`src/design/fp_csr_defs.svh`:
```
/*
  CSR addresses, funct3 codes and rounding-mode codes for the FP status path.
  Included by the modules that decode CSR accesses or rounding modes.
*/
`ifndef FP_CSR_DEFS_SVH
`define FP_CSR_DEFS_SVH

// floating-point CSR addresses
`define FP_CSR_FFLAGS_ADDR 12'h001
`define FP_CSR_FRM_ADDR    12'h002
`define FP_CSR_FCSR_ADDR   12'h003

// bit 2 of funct3 selects the immediate source
`define FP_CSRRW_F3  3'b001
`define FP_CSRRS_F3  3'b010
`define FP_CSRRC_F3  3'b011
`define FP_CSRRWI_F3 3'b101
`define FP_CSRRSI_F3 3'b110
`define FP_CSRRCI_F3 3'b111

// rm field value that defers to frm
`define FP_RM_DYN 3'd7

// acceptance to result latency of every unit
`define FP_PIPE_DEPTH 2

`endif

```
`src/design/fp_csr_pkg.sv`:
```
/*
  Types on the CSR side of the FP status path.
  Flag order follows the ISA, NV in bit 4 down to NX in bit 0.
*/
`default_nettype none

package fp_csr_pkg;

  // accrued exception flags {nv, dz, of, uf, nx}
  typedef logic [4:0] fflags_t;

  // codes 5 and 6 are reserved and 7 is dynamic
  typedef enum logic [2:0] {
    RNE = 3'd0,
    RTZ = 3'd1,
    RDN = 3'd2,
    RUP = 3'd3,
    RMM = 3'd4
  } frm_e;

  // frm in [7:5] and fflags in [4:0]
  typedef logic [7:0] fcsr_t;

  typedef logic [11:0] csr_addr_t;

endpackage

`default_nettype wire

```
`src/design/fp_op_pkg.sv`:
```
/*
  Types on the operation side of the FP status path.
  Single precision only, so every data word is 32 bits.
*/
`default_nettype none

package fp_op_pkg;

  typedef logic [31:0] word_t;
  typedef logic [4:0]  reg_idx_t;

  typedef enum logic [2:0] {
    OP_CSR, OP_FEQ, OP_FLT, OP_FLE, OP_FMIN, OP_FMAX, OP_CVT_W, OP_CVT_WU
  } fp_op_e;

endpackage

`default_nettype wire

```
`src/design/fcsr_unit.sv`:
```
/*
  fflags/frm/fcsr state with CSR read-modify-write and flag accrual.
  A CSR access must not coincide with accrual; the issue logic enforces it.
  Unknown addresses read as zero with csr_hit_o low and write nothing.
*/
`timescale 1ns/100ps
`default_nettype none
`include "fp_csr_defs.svh"

module fcsr_unit
  import fp_csr_pkg::*;
  import fp_op_pkg::*;
(
  input  logic               clk_i,
  input  logic               reset_i,
  input  logic               csr_v_i,
  input  logic [2:0]         csr_funct3_i,
  input  reg_idx_t           csr_imm_i,
  input  fcsr_t              csr_wdata_i,
  input  csr_addr_t          csr_addr_i,
  input  logic [1:0]         flags_v_i,
  input  fflags_t [1:0]      flags_i,
  output fcsr_t              csr_rdata_o,
  output logic               csr_hit_o,
  output frm_e               frm_o
);

  logic [2:0] frm_q;
  fflags_t    fflags_q;
  fcsr_t      wmask;
  fcsr_t      wdata;
  fcsr_t      imm_ext;
  logic [2:0] frm_mask;
  logic [2:0] frm_data;
  fflags_t    fflags_mask;
  fflags_t    fflags_data;
  fflags_t    accrued;
  logic       hits_fflags;

  assign imm_ext = {3'b000, csr_imm_i};

  // mask and data over the full fcsr image
  always_comb begin
    wmask = '0;
    wdata = '0;
    if (csr_v_i) begin
      case (csr_funct3_i)
        `FP_CSRRW_F3: begin
          wmask = '1;
          wdata = csr_wdata_i;
        end
        `FP_CSRRS_F3: begin
          wmask = csr_wdata_i;
          wdata = csr_wdata_i;
        end
        `FP_CSRRC_F3: begin
          wmask = csr_wdata_i;
          wdata = ~csr_wdata_i;
        end
        `FP_CSRRWI_F3: begin
          wmask = '1;
          wdata = imm_ext;
        end
        `FP_CSRRSI_F3: begin
          wmask = imm_ext;
          wdata = imm_ext;
        end
        `FP_CSRRCI_F3: begin
          wmask = imm_ext;
          wdata = ~imm_ext;
        end
        default: ;
      endcase
    end
  end

  assign hits_fflags = (csr_addr_i == `FP_CSR_FFLAGS_ADDR) ||
                       (csr_addr_i == `FP_CSR_FCSR_ADDR);

  // frm sits at the bottom of its own CSR but above fflags in fcsr
  always_comb begin
    frm_mask = '0;
    frm_data = '0;
    if (csr_addr_i == `FP_CSR_FRM_ADDR) begin
      frm_mask = wmask[2:0];
      frm_data = wdata[2:0];
    end else if (csr_addr_i == `FP_CSR_FCSR_ADDR) begin
      frm_mask = wmask[7:5];
      frm_data = wdata[7:5];
    end
  end

  assign fflags_mask = hits_fflags ? wmask[4:0] : '0;
  assign fflags_data = hits_fflags ? wdata[4:0] : '0;
  assign accrued = ({5{flags_v_i[0]}} & flags_i[0]) | ({5{flags_v_i[1]}} & flags_i[1]);

  always_ff @(posedge clk_i) begin
    if (reset_i) begin
      frm_q    <= '0;
      fflags_q <= '0;
    end else begin
      frm_q <= (frm_q & ~frm_mask) | (frm_data & frm_mask);
      if (csr_v_i) begin
        fflags_q <= (fflags_q & ~fflags_mask) | (fflags_data & fflags_mask);
      end else begin
        fflags_q <= fflags_q | accrued;
      end
    end
  end

  // read port returns the old value of the addressed field
  always_comb begin
    csr_hit_o   = 1'b1;
    csr_rdata_o = '0;
    case (csr_addr_i)
      `FP_CSR_FFLAGS_ADDR: csr_rdata_o = {3'b000, fflags_q};
      `FP_CSR_FRM_ADDR:    csr_rdata_o = {5'b00000, frm_q};
      `FP_CSR_FCSR_ADDR:   csr_rdata_o = {frm_q, fflags_q};
      default:             csr_hit_o = 1'b0;
    endcase
  end

  assign frm_o = frm_e'(frm_q);

  // issue logic holds CSR accesses until both units have drained
  assert property (@(posedge clk_i) disable iff (reset_i)
    (csr_v_i && hits_fflags) |-> (flags_v_i == 2'b00))
    else $error("flag accrual overlaps a CSR access to fflags");

endmodule

`default_nettype wire

```
`src/design/fp_compare.sv`:
```
/*
  Two-stage single-precision feq, flt, fle, fmin and fmax.
  Subnormals compare as-is; only NV is ever raised.
*/
`timescale 1ns/100ps
`default_nettype none

module fp_compare
  import fp_csr_pkg::*;
  import fp_op_pkg::*;
(
  input  logic    clk_i,
  input  logic    reset_i,
  input  logic    v_i,
  input  fp_op_e  op_i,
  input  word_t   a_i,
  input  word_t   b_i,
  output logic    v_o,
  output word_t   result_o,
  output fflags_t flags_o
);

  localparam word_t canon_nan = 32'h7fc0_0000;

  logic   s1_v_q;
  fp_op_e s1_op_q;
  word_t  a_q;
  word_t  b_q;
  logic   a_nan, b_nan, a_snan, b_snan;
  logic   any_nan, any_snan, both_zero;
  logic   equal, less, a_below_b;
  word_t  result_d;
  logic   nv;

  always_ff @(posedge clk_i) begin
    if (reset_i) begin
      s1_v_q <= 1'b0;
      v_o    <= 1'b0;
    end else begin
      s1_v_q <= v_i;
      v_o    <= s1_v_q;
    end
  end

  always_ff @(posedge clk_i) begin
    if (v_i) begin
      s1_op_q <= op_i;
      a_q     <= a_i;
      b_q     <= b_i;
    end
    if (s1_v_q) begin
      result_o <= result_d;
      flags_o  <= {nv, 4'b0000};
    end
  end

  // the quiet bit is the mantissa msb
  assign a_nan     = (a_q[30:23] == 8'hff) && (a_q[22:0] != '0);
  assign b_nan     = (b_q[30:23] == 8'hff) && (b_q[22:0] != '0);
  assign a_snan    = a_nan && !a_q[22];
  assign b_snan    = b_nan && !b_q[22];
  assign any_nan   = a_nan || b_nan;
  assign any_snan  = a_snan || b_snan;
  assign both_zero = (a_q[30:0] == '0) && (b_q[30:0] == '0);

  // sign-magnitude order where -0 ranks below +0 for min/max
  always_comb begin
    if (a_q[31] != b_q[31]) begin
      a_below_b = a_q[31];
    end else if (a_q[31]) begin
      a_below_b = a_q[30:0] > b_q[30:0];
    end else begin
      a_below_b = a_q[30:0] < b_q[30:0];
    end
  end

  assign equal = !any_nan && ((a_q == b_q) || both_zero);
  assign less  = !any_nan && a_below_b && !both_zero;

  always_comb begin
    result_d = '0;
    nv       = 1'b0;
    case (s1_op_q)
      OP_FEQ: begin
        result_d = {31'd0, equal};
        nv       = any_snan;
      end
      OP_FLT: begin
        result_d = {31'd0, less};
        nv       = any_nan;
      end
      OP_FLE: begin
        result_d = {31'd0, less || equal};
        nv       = any_nan;
      end
      OP_FMIN, OP_FMAX: begin
        nv = any_snan;
        if (a_nan && b_nan) begin
          result_d = canon_nan;
        end else if (a_nan) begin
          result_d = b_q;
        end else if (b_nan) begin
          result_d = a_q;
        end else if (a_below_b == (s1_op_q == OP_FMIN)) begin
          result_d = a_q;
        end else begin
          result_d = b_q;
        end
      end
      default: ;
    endcase
  end

endmodule

`default_nettype wire

```
`src/design/fp_cvt_int.sv`:
```
/*
  Two-stage fcvt.w.s / fcvt.wu.s with static or dynamic rounding.
  Out-of-range and NaN inputs saturate with NV, NaN counts as positive.
  A frm holding a reserved code rounds as RNE.
*/
`timescale 1ns/100ps
`default_nettype none
`include "fp_csr_defs.svh"

module fp_cvt_int
  import fp_csr_pkg::*;
  import fp_op_pkg::*;
(
  input  logic       clk_i,
  input  logic       reset_i,
  input  logic       v_i,
  input  fp_op_e     op_i,
  input  logic [2:0] rm_i,
  input  frm_e       frm_i,
  input  word_t      a_i,
  output logic       v_o,
  output word_t      result_o,
  output fflags_t    flags_o
);

  logic [7:0]  exp;
  logic [23:0] sig;
  logic [63:0] aligned;
  logic        tiny;
  frm_e        rm_s1;

  logic        s1_v_q;
  fp_op_e      s1_op_q;
  frm_e        rm_q;
  logic        sign_q, nan_q, big_q;
  logic [31:0] int_q;
  logic        guard_q, sticky_q;

  logic        round_up, neg, in_range;
  logic [32:0] mag;
  word_t       conv, sat;

  // stage one puts the integer bits in [63:32] with guard at bit 31
  assign exp  = a_i[30:23];
  assign sig  = {exp != 8'd0, a_i[22:0]};
  assign tiny = exp < 8'd126;

  always_comb begin
    aligned = {8'd0, sig, 32'd0};
    if (exp >= 8'd150) begin
      aligned = aligned << (exp - 8'd150);
    end else begin
      aligned = aligned >> (8'd150 - exp);
    end
  end

  assign rm_s1 = (rm_i == `FP_RM_DYN) ? frm_i : frm_e'(rm_i);

  always_ff @(posedge clk_i) begin
    if (reset_i) begin
      s1_v_q <= 1'b0;
      v_o    <= 1'b0;
    end else begin
      s1_v_q <= v_i;
      v_o    <= s1_v_q;
    end
  end

  always_ff @(posedge clk_i) begin
    if (v_i) begin
      s1_op_q  <= op_i;
      rm_q     <= rm_s1;
      sign_q   <= a_i[31];
      nan_q    <= (exp == 8'hff) && (a_i[22:0] != '0);
      // 2^32 and beyond, infinities included
      big_q    <= exp >= 8'd159;
      int_q    <= tiny ? '0 : aligned[63:32];
      guard_q  <= tiny ? 1'b0 : aligned[31];
      sticky_q <= tiny ? (a_i[30:0] != '0) : (aligned[30:0] != '0);
    end
    if (s1_v_q) begin
      result_o <= in_range ? conv : sat;
      flags_o  <= {!in_range, 3'b000, in_range && (guard_q || sticky_q)};
    end
  end

  // stage two rounds and then checks the range
  always_comb begin
    case (rm_q)
      RTZ:     round_up = 1'b0;
      RDN:     round_up = sign_q && (guard_q || sticky_q);
      RUP:     round_up = !sign_q && (guard_q || sticky_q);
      RMM:     round_up = guard_q;
      default: round_up = guard_q && (sticky_q || int_q[0]);
    endcase
  end

  assign mag = {1'b0, int_q} + {32'd0, round_up};
  assign neg = sign_q && !nan_q;

  always_comb begin
    if (s1_op_q == OP_CVT_WU) begin
      in_range = !nan_q && !big_q && (neg ? (mag == '0) : !mag[32]);
      conv     = mag[31:0];
      sat      = neg ? 32'h0000_0000 : 32'hffff_ffff;
    end else begin
      in_range = !nan_q && !big_q &&
                 (neg ? (mag <= 33'h0_8000_0000) : (mag <= 33'h0_7fff_ffff));
      conv     = neg ? (~mag[31:0] + 32'd1) : mag[31:0];
      sat      = neg ? 32'h8000_0000 : 32'h7fff_ffff;
    end
  end

  assert property (@(posedge clk_i) disable iff (reset_i)
    v_i |-> !(rm_i inside {3'd5, 3'd6}))
    else $error("reserved rounding mode on conversion");

endmodule

`default_nettype wire

```
`src/design/fp_issue_ctrl.sv`:
```
/*
  In-flight count, CSR stall and result merge for the FP status path.
  Operations never return in the same cycle since both units share one latency.
*/
`timescale 1ns/100ps
`default_nettype none
`include "fp_csr_defs.svh"

module fp_issue_ctrl
  import fp_csr_pkg::*;
  import fp_op_pkg::*;
(
  input  logic     clk_i,
  input  logic     reset_i,
  input  logic     in_v_i,
  input  fp_op_e   in_op_i,
  input  fcsr_t    csr_rdata_i,
  input  logic     csr_hit_i,
  input  reg_idx_t in_rd_i,
  input  logic     cmp_v_i,
  input  word_t    cmp_result_i,
  input  logic     cvt_v_i,
  input  word_t    cvt_result_i,
  output logic     in_ready_o,
  output logic     cmp_v_o,
  output logic     cvt_v_o,
  output logic     csr_v_o,
  output logic     res_v_o,
  output word_t    res_data_o,
  output reg_idx_t res_rd_o,
  output logic     res_illegal_o
);

  localparam int last = `FP_PIPE_DEPTH - 1;

  logic [1:0]                inflight_q;
  logic                      accept, is_csr, is_cvt;
  logic [`FP_PIPE_DEPTH-1:0] csr_v_q;
  logic [`FP_PIPE_DEPTH-1:0] illegal_q;
  fcsr_t                     csr_data_q [`FP_PIPE_DEPTH];
  reg_idx_t                  rd_q [`FP_PIPE_DEPTH];

  assign is_csr = in_op_i == OP_CSR;
  assign is_cvt = (in_op_i == OP_CVT_W) || (in_op_i == OP_CVT_WU);

  // a CSR access waits until every operation has accrued its flags
  assign in_ready_o = !(in_v_i && is_csr && (inflight_q != 2'd0));
  assign accept     = in_v_i && in_ready_o;
  assign csr_v_o    = accept && is_csr;
  assign cvt_v_o    = accept && is_cvt;
  assign cmp_v_o    = accept && !is_csr && !is_cvt;

  always_ff @(posedge clk_i) begin
    if (reset_i) begin
      inflight_q <= '0;
      csr_v_q    <= '0;
    end else begin
      inflight_q <= inflight_q + {1'b0, cmp_v_o || cvt_v_o} - {1'b0, cmp_v_i || cvt_v_i};
      csr_v_q    <= {csr_v_q[last-1:0], csr_v_o};
    end
  end

  // tags and CSR read data ride alongside the unit pipelines
  always_ff @(posedge clk_i) begin
    csr_data_q[0] <= csr_rdata_i;
    illegal_q[0]  <= !csr_hit_i;
    rd_q[0]       <= in_rd_i;
    for (int i = 1; i < `FP_PIPE_DEPTH; i++) begin
      csr_data_q[i] <= csr_data_q[i-1];
      illegal_q[i]  <= illegal_q[i-1];
      rd_q[i]       <= rd_q[i-1];
    end
  end

  assign res_v_o       = cmp_v_i || cvt_v_i || csr_v_q[last];
  assign res_rd_o      = rd_q[last];
  assign res_illegal_o = csr_v_q[last] && illegal_q[last];

  always_comb begin
    if (cmp_v_i) begin
      res_data_o = cmp_result_i;
    end else if (cvt_v_i) begin
      res_data_o = cvt_result_i;
    end else if (csr_v_q[last]) begin
      res_data_o = {24'd0, csr_data_q[last]};
    end else begin
      res_data_o = '0;
    end
  end

  assert property (@(posedge clk_i) disable iff (reset_i) !(cmp_v_i && cvt_v_i))
    else $error("compare and convert results collide");

endmodule

`default_nettype wire

```
`src/design/fp_csr_top.sv`:
```
/*
  FP status path top: issue control, compare, convert and fcsr state.
  Input is valid/ready, result is valid-only two cycles after acceptance.
*/
`timescale 1ns/100ps
`default_nettype none

module fp_csr_top
  import fp_csr_pkg::*;
  import fp_op_pkg::*;
(
  input  logic       clk_i,
  input  logic       reset_i,
  input  logic       in_v_i,
  input  fp_op_e     in_op_i,
  input  logic [2:0] in_funct3_i,
  input  reg_idx_t   in_rs1_i,
  input  csr_addr_t  in_csr_addr_i,
  input  word_t      in_a_i,
  input  word_t      in_b_i,
  input  reg_idx_t   in_rd_i,
  output logic       in_ready_o,
  output logic       res_v_o,
  output word_t      res_data_o,
  output reg_idx_t   res_rd_o,
  output logic       res_illegal_o
);

  logic    cmp_v, cvt_v, csr_v;
  logic    cmp_res_v, cvt_res_v;
  word_t   cmp_result, cvt_result;
  fflags_t cmp_flags, cvt_flags;
  fcsr_t   csr_rdata;
  logic    csr_hit;
  frm_e    frm;

  fp_issue_ctrl issue0 (
    .clk_i         (clk_i),
    .reset_i       (reset_i),
    .in_v_i        (in_v_i),
    .in_op_i       (in_op_i),
    .csr_rdata_i   (csr_rdata),
    .csr_hit_i     (csr_hit),
    .in_rd_i       (in_rd_i),
    .cmp_v_i       (cmp_res_v),
    .cmp_result_i  (cmp_result),
    .cvt_v_i       (cvt_res_v),
    .cvt_result_i  (cvt_result),
    .in_ready_o    (in_ready_o),
    .cmp_v_o       (cmp_v),
    .cvt_v_o       (cvt_v),
    .csr_v_o       (csr_v),
    .res_v_o       (res_v_o),
    .res_data_o    (res_data_o),
    .res_rd_o      (res_rd_o),
    .res_illegal_o (res_illegal_o)
  );

  fp_compare cmp0 (
    .clk_i    (clk_i),
    .reset_i  (reset_i),
    .v_i      (cmp_v),
    .op_i     (in_op_i),
    .a_i      (in_a_i),
    .b_i      (in_b_i),
    .v_o      (cmp_res_v),
    .result_o (cmp_result),
    .flags_o  (cmp_flags)
  );

  // funct3 doubles as the rm field on conversions
  fp_cvt_int cvt0 (
    .clk_i    (clk_i),
    .reset_i  (reset_i),
    .v_i      (cvt_v),
    .op_i     (in_op_i),
    .rm_i     (in_funct3_i),
    .frm_i    (frm),
    .a_i      (in_a_i),
    .v_o      (cvt_res_v),
    .result_o (cvt_result),
    .flags_o  (cvt_flags)
  );

  fcsr_unit fcsr0 (
    .clk_i        (clk_i),
    .reset_i      (reset_i),
    .csr_v_i      (csr_v),
    .csr_funct3_i (in_funct3_i),
    .csr_imm_i    (in_rs1_i),
    .csr_wdata_i  (in_a_i[7:0]),
    .csr_addr_i   (in_csr_addr_i),
    .flags_v_i    ({cvt_res_v, cmp_res_v}),
    .flags_i      ({cvt_flags, cmp_flags}),
    .csr_rdata_o  (csr_rdata),
    .csr_hit_o    (csr_hit),
    .frm_o        (frm)
  );

endmodule

`default_nettype wire

```
`config.mk`:
```
export PLATFORM = sky130hd
export DESIGN_NAME = fp_csr_top
export DESIGN_NICKNAME = d
export VERILOG_FILES = /design/src/design/fp_csr_pkg.sv /design/src/design/fp_op_pkg.sv /design/src/design/fcsr_unit.sv /design/src/design/fp_compare.sv /design/src/design/fp_cvt_int.sv /design/src/design/fp_issue_ctrl.sv /design/src/design/fp_csr_top.sv
export VERILOG_INCLUDE_DIRS = /design/src /design/src/design
export SDC_FILE = /design/constraint.sdc
export NUM_CORES = 1
export LEC_CHECK = 0
export BUFFER_PORTS_ARGS = -buffer_cell sky130_fd_sc_hd__buf_2
export CORE_MARGIN = 5
export CORE_UTILIZATION = 45
export CTS_CLUSTER_DIAMETER = 80
export DETAILED_ROUTE_END_ITERATION = 8
export SLEW_MARGIN = 20
export SYNTH_ARGS = -nofsm -noshare
export SYNTH_HDL_FRONTEND = slang
export SYNTH_SLANG_ARGS = --single-unit
```
`constraint.sdc`:
```
create_clock -name clk_i -period 5.3 [get_ports clk_i]
set_input_delay 0.53 -clock clk_i [delete_from_list [all_inputs] [get_ports clk_i]]
set_output_delay 0.53 -clock clk_i [all_outputs]
set_load 0.02 [all_outputs]
```
==> Flow_metrics.wiki <==
{| class="wikitable"
! Metric !! Value
|-
| Overall fraction of global-route tracks in use || 0.262
|-
| Die extent in x || 193 µm
|-
| Share of final-layout standard cells stronger than drive strength 1 || 0.163
|-
| Insertion delay of the later-clocked pin in the worst-skew pair || 0.52 ns
|-
| Critical Path Slowest Stage Cell || sky130_fd_sc_hd__or4b_4
|-
| Effective utilization at floorplan || 0.453
|-
| Number of hold buffers added after CTS || 0
|-
| Number of instances in the placed design || 2134
|-
| Slew Limit Fails || 0
|-
| Routed wirelength normalized by instance count || 23.7 µm
|-
| Hold Path Class || input pin to flip-flop
|-
| Number of core rows || 67
|-
| Worst path bufs/invs || 1
|-
| First-pass GRT wire length || 77900 µm
|-
| Start of the worst register-to-register path || cvt0.sign_q
|-
| Layout overhead on the synthesized area || 13.1%
|-
| Largest net degree at the start of global routing || 68
|-
| Clock Skew || 0.0102 ns
|-
| Required time reported for the critical path endpoint || 5.54 ns
|-
| Setup TNS || 0 ns
|-
| Number of standard cells after synthesis || 1627
|-
| Reg2Reg Depth || 16
|-
| Cell internal power dissipation || 3510 µW
|-
| Largest stage delay, worst path || 0.54 ns
|-
| RSZ-0062 raised after global routing || no
|-
| Number of register bits inferred by synthesis || 221
|-
| Count of unique library cells instantiated by Yosys || 86
|-
| Via total after detailed routing || 13733
|-
| Result of the run || finished, final reports clean
|-
| Crit path cell chain || xnor2_1, nor3b_1, a21oi_1, nor2_1, ha_1, ha_1, nand4_1, or3_1, nor3_1, o211ai_1, a2111oi_0, or4b_4, a41oi_4, nand2_2, inv_2, o22ai_1
|-
| Antenna cells || 0
|-
| Via/cell ratio || 6.30
|-
| Post-synth top area share || 0.352
|-
| Start-to-end type of the worst setup path || flip-flop to flip-flop
|-
| Number of global-route vias before repair || 12979
|-
| Non-filler cells, final || 2180
|-
| End of the worst register-to-register path || cvt0.result_o[17]
|-
| Leakage || 0.00649 µW
|-
| Cells on Worst Hold Path || 1
|-
| Count of antenna-violating nets left after detailed routing || 0
|-
| Area of combinational cells with multiple inputs || 8250 µm²
|-
| Dominant register cell in the synthesized netlist || sky130_fd_sc_hd__edfxtp_1
|-
| Share of the clock period used by the worst path || 0.937
|-
| Number of buffers created by CTS || 26
|-
| Post-detail-place hpwl || 39000 µm
|-
| Synthesized area divided by synthesized cell count || 9.29 µm²
|-
| Total grt overflow || 0
|-
| Starting DRC count in detailed routing || 1307
|-
| Drt pass-1 iters || 7
|-
| # setup viols final || 0
|-
| Die span in y || 193 µm
|-
| Post-route minimum period || 4.96 ns
|-
| Seq/Total Area, Yosys || 0.410
|-
| Post-layout net count || 1852
|-
| FFs w/ async S/R, synth || 0
|-
| IO Pins || 135
|-
| Slew at the pin closest to its max-slew limit || 1.04 ns
|-
| Clock share of power || 0.358
|-
| Crit path launch type || flip-flop
|-
| Data arrival time of the critical path || 5.21 ns
|-
| Highest attainable clock frequency || 0.201 GHz
|-
| PD cells || 295 nW/µm²
|-
| Largest fanout on the critical path || 27
|-
| Number of flops mapped to enable cells by yosys || 177
|-
| Power dissipated by switching net loads || 1530 µW
|-
| Number of antenna violations at the first check in global routing || 1
|-
| Maxcap violations || 0
|-
| Maximum buffer depth of the clock tree || 3
|-
| Resized cells post-CTS || 0
|-
| Placeable core region || 33400 µm²
|-
| Clock-pin transition on the worst setup and hold timing paths || 0.06 ns
|-
| Endpoint of the worst hold-timing path || issue0.rd_q[0][3]
|-
| H-tree levels || 1
|-
| Routed WL || 51700 µm
|-
| Register share of total power || 0.417
|-
| Library cell used as clock root buffer || sky130_fd_sc_hd__clkbuf_16
|-
| Number of nets in the synthesized netlist || 1765
|-
| Netlist area before placement || 15100 µm²
|-
| Relative contribution of combinational cells to total power || 0.226
|-
| Count of unresolved DRC violations after routing || 0
|-
| Count of fill cells added during filler insertion || 3167
|-
| Weighted congestion reported at the end of routability-driven placement || 0.955
|-
| Minimum setup slack among reg-to-reg paths || 0.34 ns
|-
| Cell occurring most often along the worst timing path || sky130_fd_sc_hd__ha_1
|-
| Worst max-slew margin expressed relative to the limit || 0.299
|-
| Critical Path End Type || flip-flop
|-
| Hold Violations, Final || 0
|-
| Synthesis warning total || 0
|-
| CP delay by family, top || simple AND/OR/NAND/NOR gates
|-
| Synth top area cells || sky130_fd_sc_hd__edfxtp_1, sky130_fd_sc_hd__dfxtp_1, sky130_fd_sc_hd__mux2i_1
|-
| Maximum VDD drop || 0.235 mV
|-
| Sinks on Clock Net || 221
|-
| Total Die Area || 37300 µm²
|-
| Footprint of the flip-flops and latches || 6200 µm²
|-
| Hold path startpoint || in_rd_i[3]
|-
| Top cell type by total area after synthesis || sky130_fd_sc_hd__edfxtp_1
|-
| Number of port buffers || 134
|-
| Post-CTS Repair Setup Buffers || 0
|-
| Net Sw Frac || 0.303
|-
| Clock tree from TritonCTS || built
|}
layout make-up:
| type | count | area share |
|---|---|---|
| clock buffers | 32 | 0.0462 |
| clock inverters | 14 | 0.00586 |
| inverters | 57 | 0.0125 |
| multi-input cells | 1233 | 0.483 |
| flip-flops and latches | 221 | 0.363 |
| well taps | 448 | 0.0328 |
| repair buffers | 175 | 0.0573 |
power by group through the flow:
stage	registers (µW)	logic [µW]	clock network, µW
after floorplan	2080	775	0
after global placement	2130	1100	0
after detailed placement	2130	1110	0
after CTS	2100	1120	1840
after global routing	2110	1230	1910
final	2100	1140	1800
Yosys cell counts (7+ instances only):
cell type                  number
sky130_fd_sc_hd__edfxtp_1     177
sky130_fd_sc_hd__nand2_1      173
sky130_fd_sc_hd__nor2_1       133
sky130_fd_sc_hd__a21oi_1      116
sky130_fd_sc_hd__clkbuf_1      92
sky130_fd_sc_hd__mux2i_1       80
sky130_fd_sc_hd__o21ai_0       59
sky130_fd_sc_hd__inv_1         51
sky130_fd_sc_hd__nor3_1        48
sky130_fd_sc_hd__nand3_1       46
sky130_fd_sc_hd__dfxtp_1       44
sky130_fd_sc_hd__ha_1          43
sky130_fd_sc_hd__o22ai_1       40
sky130_fd_sc_hd__nand4_1       34
sky130_fd_sc_hd__nor4_1        33
sky130_fd_sc_hd__xnor2_1       33
sky130_fd_sc_hd__a22o_1        29
sky130_fd_sc_hd__a211oi_1      26
sky130_fd_sc_hd__and3_1        26
sky130_fd_sc_hd__nor2b_1       22
sky130_fd_sc_hd__xor2_1        20
sky130_fd_sc_hd__a31oi_1       19
sky130_fd_sc_hd__a21o_1        18
sky130_fd_sc_hd__mux4_2        18
sky130_fd_sc_hd__a22oi_1       17
sky130_fd_sc_hd__nand2b_1      13
sky130_fd_sc_hd__and2_1        12
sky130_fd_sc_hd__or3_1         11
sky130_fd_sc_hd__buf_4          9
sky130_fd_sc_hd__mux2_2         9
sky130_fd_sc_hd__o221a_2        9
sky130_fd_sc_hd__o31ai_1        9
sky130_fd_sc_hd__buf_1          8
sky130_fd_sc_hd__o211ai_1       8
sky130_fd_sc_hd__a221oi_1       7
sky130_fd_sc_hd__a41oi_1        7
worst max-delay path by stage:
stage	cells past startpoint	from	slack, ns	end
floorplan	8	in_op_i[2]	0.79	issue0.inflight_q[1]
global placement	16	cvt0.sign_q	0.47	cvt0.result_o[13]
detailed placement	16	cvt0.sign_q	0.40	cvt0.result_o[4]
CTS	16	cvt0.sign_q	0.37	cvt0.result_o[17]
global route	17	cvt0.rm_q[0]	0.02	cvt0.result_o[17]
finish	16	cvt0.sign_q	0.34	cvt0.result_o[17]
flip-flops by register name, summed over array words and instances, names as in the netlist, 3 cells and up, named ones only:
register / flops
cmp0.a_q: 32
cmp0.b_q: 32
cmp0.result_o: 32
cvt0.int_q: 32
cvt0.result_o: 32
issue0.csr_data_q: 16
issue0.rd_q: 10
cmp0.s1_op_q: 3
cvt0.rm_q: 3
cvt0.s1_op_q: 3
fcsr0.fflags_q: 3
per-layer routing:
layer	wire length, µm	up-vias	global-route usage
met5	0	-	0
met4	2360	0	0.108
met3	3710	127	0.0322
met2	23500	644	0.415
met1	22200	6603	0.367
li1	-	6359	-
logic make-up (layout without fill, tap and decap cells):
group / count (synthesis) / count (layout) / share of synthesized area
simple gates: 594 / 594 / 0.194
compound gates: 436 / 436 / 0.197
flops: 221 / 221 / 0.410
fa+ha+maj: 43 / 43 / 0.0356
xor+xnor: 53 / 53 / 0.0307
buf+inv: 173 / 278 / 0.0462
mux: 107 / 107 / 0.0865
cell usage in the layout, fill, tap and decap left out, types with 31 or more instances in the layout:
| cell | instances |
|---|---|
| sky130_fd_sc_hd__clkbuf_16 | 31 |
| sky130_fd_sc_hd__o22ai_1 | 40 |
| sky130_fd_sc_hd__a21oi_1 | 115 |
| sky130_fd_sc_hd__nor3_1 | 47 |
| sky130_fd_sc_hd__buf_2 | 134 |
| sky130_fd_sc_hd__buf_4 | 41 |
| sky130_fd_sc_hd__o21ai_0 | 59 |
| sky130_fd_sc_hd__nor4_1 | 33 |
| sky130_fd_sc_hd__inv_1 | 51 |
| sky130_fd_sc_hd__nand4_1 | 34 |
| sky130_fd_sc_hd__xnor2_1 | 33 |
| sky130_fd_sc_hd__edfxtp_1 | 177 |
| sky130_fd_sc_hd__dfxtp_1 | 44 |
| sky130_fd_sc_hd__ha_1 | 43 |
| sky130_fd_sc_hd__mux2i_1 | 80 |
| sky130_fd_sc_hd__nand3_1 | 46 |
| sky130_fd_sc_hd__nor2_1 | 132 |
| sky130_fd_sc_hd__nand2_1 | 173 |
metrics by stage:
step                cell area, µm²  hold WS, ns  setup WS [ns]   util  total power (µW)
floorplan                    15100        0.310          0.789      -              2860
global placement             16200        0.310          0.471  0.486              3240
detailed placement           16200        0.312          0.396  0.486              3240
CTS                          17100       0.0750          0.371  0.512              5050
global route                 17100       0.0859         0.0160  0.512              5250
finish                       17100        0.106          0.335  0.512              5040
No activity file was read; power rests on OpenSTA's default activity.
